File: src/icache_defs.svh
// Width and size macros for the instruction cache

`ifndef ICACHE_DEFS_SVH
`define ICACHE_DEFS_SVH

// ==================================================
// Line geometry
// ==================================================

`define ICACHE_LINES       512  // Direct-mapped, one word per line
`define ICACHE_INDEX_W     9    // log2 of line count
`define ICACHE_TAG_W       8    // Fetch address bits 18:11

// ==================================================
// Data and memory side
// ==================================================

`define ICACHE_WORD_W      32   // Instruction word
`define ICACHE_MEM_ADDR_W  17   // Tag plus index, word address

`endif
File: src/icache_pkg.sv
// Instruction cache types: fetch address, tag entry, memory bus and line write

`default_nettype none

`include "icache_defs.svh"

package icache_pkg;

    // ==================================================
    // Fetch side
    // ==================================================

    // Halfword fetch address, bits 18 down to 1
    typedef struct packed {
        logic [`ICACHE_TAG_W-1:0]   tag;
        logic [`ICACHE_INDEX_W-1:0] index;
        logic                       half;   // Upper halfword of the word
    } icache_addr_t;

    typedef struct packed {
        logic                     valid;
        logic [`ICACHE_TAG_W-1:0] tag;
    } tag_entry_t;

    // ==================================================
    // Memory side
    // ==================================================

    typedef struct packed {
        logic                          valid;
        logic [`ICACHE_MEM_ADDR_W-1:0] addr;    // Word address
    } mem_req_t;

    typedef struct packed {
        logic                      ready;
        logic [`ICACHE_WORD_W-1:0] rdata;   // Valid in the ready cycle
    } mem_rsp_t;

    // One write that goes to both the tag and the data RAM
    typedef struct packed {
        logic                       en;
        logic [`ICACHE_INDEX_W-1:0] index;
        tag_entry_t                 entry;
        logic [`ICACHE_WORD_W-1:0]  data;
    } line_write_t;

endpackage

`default_nettype wire

File: src/icache_ctrl.sv
// Instruction cache controller: init sweep, two-line hit check, miss request and line write

`default_nettype none

`include "icache_defs.svh"

module icache_ctrl
    import icache_pkg::*;
(
    input  wire                             clk_i,
    input  wire                             rst_i,

    input  wire  icache_addr_t              fetch_addr_i,
    input  wire  tag_entry_t                entry_a_i,
    input  wire  tag_entry_t                entry_b_i,
    input  wire  mem_rsp_t                  mem_rsp_i,

    output logic [`ICACHE_INDEX_W-1:0]      lookup_b_index_o,
    output mem_req_t                        mem_req_o,
    output logic                            fetch_wait_o,
    output line_write_t                     line_write_o
);

    typedef enum logic [1:0] {
        ST_INIT,
        ST_SETTLE1,
        ST_SETTLE2,
        ST_READY
    } state_t;

    localparam logic [`ICACHE_INDEX_W-1:0] LAST_INDEX = `ICACHE_INDEX_W'(`ICACHE_LINES - 1);

    state_t                      state_q;
    state_t                      state_d;
    logic [`ICACHE_INDEX_W-1:0]  sweep_cnt_q;
    logic [`ICACHE_INDEX_W-1:0]  index_b;
    logic [`ICACHE_INDEX_W-1:0]  req_index;
    logic                        hit_a;
    logic                        hit_b;
    logic                        fetch_miss;

    // ==================================================
    // Lookup and hit detection
    // ==================================================

    assign index_b          = fetch_addr_i.index + `ICACHE_INDEX_W'(1);   // Wraps 511 to 0
    assign lookup_b_index_o = index_b;

    assign hit_a = entry_a_i.valid && (entry_a_i.tag == fetch_addr_i.tag);
    assign hit_b = entry_b_i.valid && (entry_b_i.tag == fetch_addr_i.tag);

    assign fetch_miss = !(hit_a && hit_b);
    assign req_index  = hit_a ? index_b : fetch_addr_i.index;    // Fill A before B

    // ==================================================
    // State and sweep counter
    // ==================================================

    always_ff @(posedge clk_i) begin
        if (rst_i) begin
            state_q <= ST_INIT;
        end else begin
            state_q <= state_d;
        end
    end

    always_ff @(posedge clk_i) begin
        if (rst_i) begin
            sweep_cnt_q <= '0;
        end else if (state_q == ST_INIT) begin
            sweep_cnt_q <= sweep_cnt_q + `ICACHE_INDEX_W'(1);
        end
    end

    always_comb begin
        state_d = state_q;
        case (state_q)
            ST_INIT: begin
                if (sweep_cnt_q == LAST_INDEX) begin
                    state_d = ST_SETTLE1;
                end
            end
            ST_SETTLE1: state_d = ST_SETTLE2;
            ST_SETTLE2: state_d = ST_READY;
            ST_READY:   state_d = ST_READY;
            default:    state_d = ST_INIT;
        endcase
    end

    // ==================================================
    // Outputs
    // ==================================================

    always_comb begin
        mem_req_o    = '0;
        fetch_wait_o = 1'b1;
        line_write_o = '0;

        case (state_q)
            ST_INIT: begin
                // Invalid entry at the sweep index, data is don't care
                line_write_o.en    = 1'b1;
                line_write_o.index = sweep_cnt_q;
            end
            ST_READY: begin
                fetch_wait_o    = fetch_miss;
                mem_req_o.valid = fetch_miss;
                mem_req_o.addr  = {fetch_addr_i.tag, req_index};

                line_write_o.en          = fetch_miss && mem_rsp_i.ready;
                line_write_o.index       = req_index;
                line_write_o.entry.valid = 1'b1;
                line_write_o.entry.tag   = fetch_addr_i.tag;
                line_write_o.data        = mem_rsp_i.rdata;
            end
            default: begin
                // Settle cycles keep the fetch stalled with no write
            end
        endcase
    end

endmodule

`default_nettype wire

File: config.mk
export PLATFORM = sky130hd
export DESIGN_NAME = icache_ctrl
export DESIGN_NICKNAME = d
export VERILOG_FILES = /design/src/icache_pkg.sv /design/src/icache_ctrl.sv
export VERILOG_INCLUDE_DIRS = /design/src /design/src/src
export SDC_FILE = /design/constraint.sdc
export NUM_CORES = 1
export LEC_CHECK = 0
export BUFFER_PORTS_ARGS = -buffer_cell sky130_fd_sc_hd__buf_2
export CAP_MARGIN = 20
export CORE_UTILIZATION = 33
export DETAILED_ROUTE_END_ITERATION = 6
export PLACE_DENSITY = 0.9
export REMOVE_ABC_BUFFERS = 1
export SETUP_SLACK_MARGIN = 0.4
export SYNTH_ARGS = -nofsm -noshare
export SYNTH_HDL_FRONTEND = slang
export SYNTH_SLANG_ARGS = --single-unit
File: constraint.sdc
create_clock -name clk_i -period 1.33 [get_ports clk_i]
set_input_delay 0.133 -clock clk_i [delete_from_list [all_inputs] [get_ports clk_i]]
set_output_delay 0.133 -clock clk_i [all_outputs]
set_load 0.01 [all_outputs]
==> metrics, run 1 <==
# IOs 150; share of the synthesized area in the top cell type 17.4%; final estimated routing congestion in global placement 0.877; clk sink count 11; pin count of the biggest net entering global routing 21; worst_ep grt line_write_o[50]; flip-flop and latch count after synthesis 11; Syn Area/Cell 7.39 sq um; Worst-path end type top-level output; number of core rows 23; detailed placer's ending HPWL 5.07 mm; worst slack, placed -0.471 ns; Initial Utilization 35.7%; dominant cell type by area after synthesis sky130_fd_sc_hd__and2_1; main flop type after synthesis sky130_fd_sc_hd__dfxtp_1; maximum clock insertion buffer count 2; placed insts 436; count of hold-fix buffers inserted at cts 0; number of distinct library cell variants in the gate-level netlist after synthesis 35; height of the die 68.9 microns; buffers added on ports 148; buffer cell driving the clock tree root sky130_fd_sc_hd__clkbuf_8; Halt Reason [ERROR DPL-0038] Utilization greater than 100%, impossible to legalize; count of yosys warnings during synthesis 0; sequential cell area fraction in the yosys report 14.9%; number of enable flip-flop cells after synthesis 0; status did not finish; cell area after synthesis 1480 sq um; Post-Synthesis Cells 200; async set-reset flop share out of synthesis 0%; last stage reached global routing (5_1_grt); clock buffers created by TritonCTS 3; chip width 68.9 microns; H-Tree Depth 1; cell types occupying the most area after synthesis sky130_fd_sc_hd__and2_1 17%, sky130_fd_sc_hd__dfxtp_1 15%, sky130_fd_sc_hd__xnor2_1 14%
## timing repair
| item | 4_1_cts |
|---|---|
| hold endpoints to repair | 0 |
| pin swaps | 52 |
| endpoints found under the setup margin | 88 |
| gates resized for setup | 203 |
| setup buffers | 21 |
| cloned | 5 |
## metrics by stage
step | hold WS, ns | instance area, sq um
4_1_cts | 0.221 | 3860
3_5_place_dp | 0.469 | 2590
3_3_place_gp | 0.450 | 2590
2_1_floorplan | 0.202 | 1380
## cell usage after synthesis (2+ instances only)
| cell type | instances |
|---|---|
| sky130_fd_sc_hd__or3_1 | 2 |
| sky130_fd_sc_hd__inv_1 | 3 |
| sky130_fd_sc_hd__o21ai_0 | 9 |
| sky130_fd_sc_hd__xnor2_1 | 23 |
| sky130_fd_sc_hd__xor2_1 | 12 |
| sky130_fd_sc_hd__nand2_1 | 15 |
| sky130_fd_sc_hd__nor2b_1 | 10 |
| sky130_fd_sc_hd__nand2b_1 | 3 |
| sky130_fd_sc_hd__nor4_1 | 8 |
| sky130_fd_sc_hd__nand3_1 | 4 |
| sky130_fd_sc_hd__nor2_1 | 9 |
| sky130_fd_sc_hd__nor3_1 | 2 |
| sky130_fd_sc_hd__dfxtp_1 | 11 |
| sky130_fd_sc_hd__ha_1 | 6 |
| sky130_fd_sc_hd__a21oi_1 | 3 |
| sky130_fd_sc_hd__mux2i_1 | 3 |
| sky130_fd_sc_hd__and2_1 | 41 |
| sky130_fd_sc_hd__and3_1 | 2 |
| sky130_fd_sc_hd__clkbuf_1 | 6 |
| sky130_fd_sc_hd__buf_4 | 8 |
| sky130_fd_sc_hd__nand4_1 | 6 |
## cell families after synthesis
| kind of cell | synth area share [%] |
|---|---|
| simple gates | 42.5 |
| xor+xnor | 20.7 |
| buf+inv | 7.37 |
| compound gates | 7.37 |
| flops | 14.9 |
| fa+ha+maj | 5.08 |
| mux | 2.03 |
==> inputs of run 2 (changes only) <==
CORE_UTILIZATION = 36   (was 33)
PLACE_DENSITY = default   (was 0.9)
PLACE_DENSITY_LB_ADDON = 0.15   (was default)
SETUP_SLACK_MARGIN = default   (was 0.4)
clock period = 1.73 ns   (was 1.33 ns; I/O delays follow)
==> run 2 against run 1 <==
Against the previous run: synthesized cell count stayed put; the flow now finishes, with violations (setup timing); synthesized area stayed put.
==> metrics, run 2 <==
sequential cell area fraction in the yosys report 14.9%; maximum clock insertion buffer count 2; Sum Neg Setup Slack -0.214 ns; Crit path top cell by count sky130_fd_sc_hd__buf_2; number of enable flip-flop cells after synthesis 0; number of detailed-route iterations in the first pass 5; portion of total power attributed to combinational logic 57.5%; Final Skew 0.00357 ns; source-to-sink clock delay at the later pin of the worst-skew pair 0.24 ns; fillcell total 316; status finished with violations; number of core rows 22; via count of the first global-routing pass 1799; cell types with the highest counts after synthesis 41 x sky130_fd_sc_hd__and2_1, 23 x sky130_fd_sc_hd__xnor2_1, 15 x sky130_fd_sc_hd__nand2_1; flip-flop and latch count after synthesis 11; height of the die 66.1 microns; Placement Cell Area 2360 sq um; Total Routed Length 5.67 mm; count of hold-fix buffers inserted at cts 0; # IOs 150; Worst IR Drop VDD 0.264 mV; number of flip-flops under the largest register name 9; RSZ-0062 raised after global routing yes; CTS clock-pin slew for the worst setup and hold paths 0.05 ns; placed insts 404; Max stage delay cell, worst path sky130_fd_sc_hd__or4_4; share of total power in the clock network 19.8%; Buf+Inv Stages, Crit Path 2; share of layout cells above drive strength 1 57.7%; Total Power 1.30 mW; clk sink count 11; chip width 66.1 microns; synthesis-to-layout area growth 90.1%; final antenna-violating net count 0; Post-Synthesis Cells 200; Avg WL per Cell 13.8 microns; CP startpoint kind input pin; pin count of the biggest net entering global routing 23; final worst path period share 106%; commonest non-fill, non-tap cells in the layout 139 x sky130_fd_sc_hd__buf_2, 41 x sky130_fd_sc_hd__and2_1, 28 x sky130_fd_sc_hd__buf_4; internal power consumption 0.818 mW; finished layout cell area 2810 sq um; violated checks setup timing; worst hold margin 0.245 ns; worst slack, placed -0.0752 ns; most frequently used cell type in the post-synthesis netlist sky130_fd_sc_hd__and2_1; share of the synthesized area in the top cell type 17.4%; H-Tree Depth 1; Tot GR Track Use 22.3%; class of the worst hold path in -> reg; buffers added on ports 148; Worst Setup Path Type in -> out; pin slew with the least headroom to its limit 0.297 ns; clock buffers created by TritonCTS 3; total of endpoints with negative setup slack in the final report 5; Initial Utilization 38.9%; Slew HR 80.1%; net switching fraction of the power 37.1%; most frequent standard cell in the layout excluding fill and tap cells sky130_fd_sc_hd__buf_2; clock tree from TritonCTS yes; Die Outline Area 4360 sq um; count of yosys warnings during synthesis 0; family of cells with the greatest summed delay on the critical path simple AND/OR/NAND/NOR gates; cell types occupying the most area after synthesis sky130_fd_sc_hd__and2_1 17%, sky130_fd_sc_hd__dfxtp_1 15%, sky130_fd_sc_hd__xnor2_1 14%; count of final hold-check violations 0; number of distinct library cell variants in the gate-level netlist after synthesis 35; per-cell via count in the routed design 4.83; area inside the core boundary 3800 sq um; count of final max-slew check failures 0; async set-reset flop share out of synthesis 0%; chain of cells forming the critical path buf_2, xnor2_4, nand3_1, or4_4, a21boi_4, o21ba_1, buf_2; PD cells 463 nW/um^2; overall via count from detail_route 1989; DR iter-0 viols 69; required arrival time at the worst endpoint 1.56 ns; Cell Count, Final, Fillers Out 412; final worst slack -0.0995 ns; first-pass GRT wire length 7.76 mm; buffer cell driving the clock tree root sky130_fd_sc_hd__clkbuf_8; main flop type after synthesis sky130_fd_sc_hd__dfxtp_1; kind of end point of the critical path output pin; antenna diode count 0; arrival time at the worst endpoint 1.66 ns; sw power 0.482 mW; Largest Register sweep_cnt_q; Max stage delay on crit path 0.47 ns; dominant cell type by area after synthesis sky130_fd_sc_hd__and2_1; cell area after synthesis 1480 sq um; highest clock frequency the design can meet 0.547 GHz; Max Cap Violations 0; Flop pwr share 22.7%; initial antenna violation count 0; remaining global-route overflow 0; Nets 442; Syn Area/Cell 7.39 sq um; top fanout value on the critical path 2; registers with the most flip-flops sweep_cnt_q (9), state_q (2); final core area utilization 73.9%; final estimated routing congestion in global placement 0.870; leakage power 1.50 nW; Min Clock Period, post-route 1.83 ns; detailed placer's ending HPWL 4.03 mm; DRC violations left 0
-- run 2: cell counts after synthesis --
Identical to the previous run, type by type.
-- run 2: routing by layer --
layer | global-route usage (%) | share of wire (%) | wire length, microns | vias up
met5 | 0 | 0 | 0 | -
li1 | - | - | - | 991
met2 | 41.7 | 53 | 3020 | 88
met4 | 3.99 | 0.48 | 27 | 0
met3 | 5.17 | 7.9 | 447 | 4
met1 | 25.5 | 38 | 2170 | 906
-- run 2: final timing paths --
kind	startpoint	end	slack [ns]	cells past startpoint
worst min-delay path	rst_i	sweep_cnt_q[5]	0.25	2
worst max-delay path	entry_a_i[1]	line_write_o[43]	-0.1	7
worst max register to register	sweep_cnt_q[0]	state_q[0]	0.34	7
worst min register to register	state_q[1]	state_q[1]	0.50	2
-- run 2: power by group through the flow --
| stage | logic, mW | registers [mW] | clock network [mW] |
|---|---|---|---|
| floorplan | 0.295 | 0.291 | 0 |
| global placement | 0.581 | 0.295 | 0 |
| detailed placement | 0.589 | 0.297 | 0 |
| CTS | 0.627 | 0.294 | 0.259 |
| global route | 0.807 | 0.298 | 0.273 |
| finish | 0.747 | 0.295 | 0.258 |
-- run 2: repair_timing --
item	4_1_cts	5_1_grt
pin swaps	1	13
setup buffers	0	3
setup endpoints to repair	16	20
endpoints found under the hold margin	0	0
gates cloned	0	1
gates resized for setup	16	55
-- run 2: layout make-up --
type	instances	area (sq um)	area share (%)
inverter	3	11.3	0.401
clock buffer	4	45.0	1.60
sequential	11	225	8.02
tap	48	60.1	2.14
timing repair buffer	176	1020	36.4
multi-input combinational	170	1440	51.4
-- run 2: kinds of logic (layout without fill, tap and decap cells) --
| kind of cell | Yosys count | after routing | synth area share, % |
|---|---|---|---|
| AND/OR/NAND/NOR | 108 | 108 | 42.5 |
| XOR/XNOR | 35 | 35 | 20.7 |
| buffers and inverters | 19 | 183 | 7.37 |
| AO/OA/AOI/OAI | 18 | 18 | 7.37 |
| flip-flops | 11 | 11 | 14.9 |
| adder cells (fa/ha/maj) | 6 | 6 | 5.08 |
| multiplexers | 3 | 3 | 2.03 |
(Power assumes the default switching activity.)
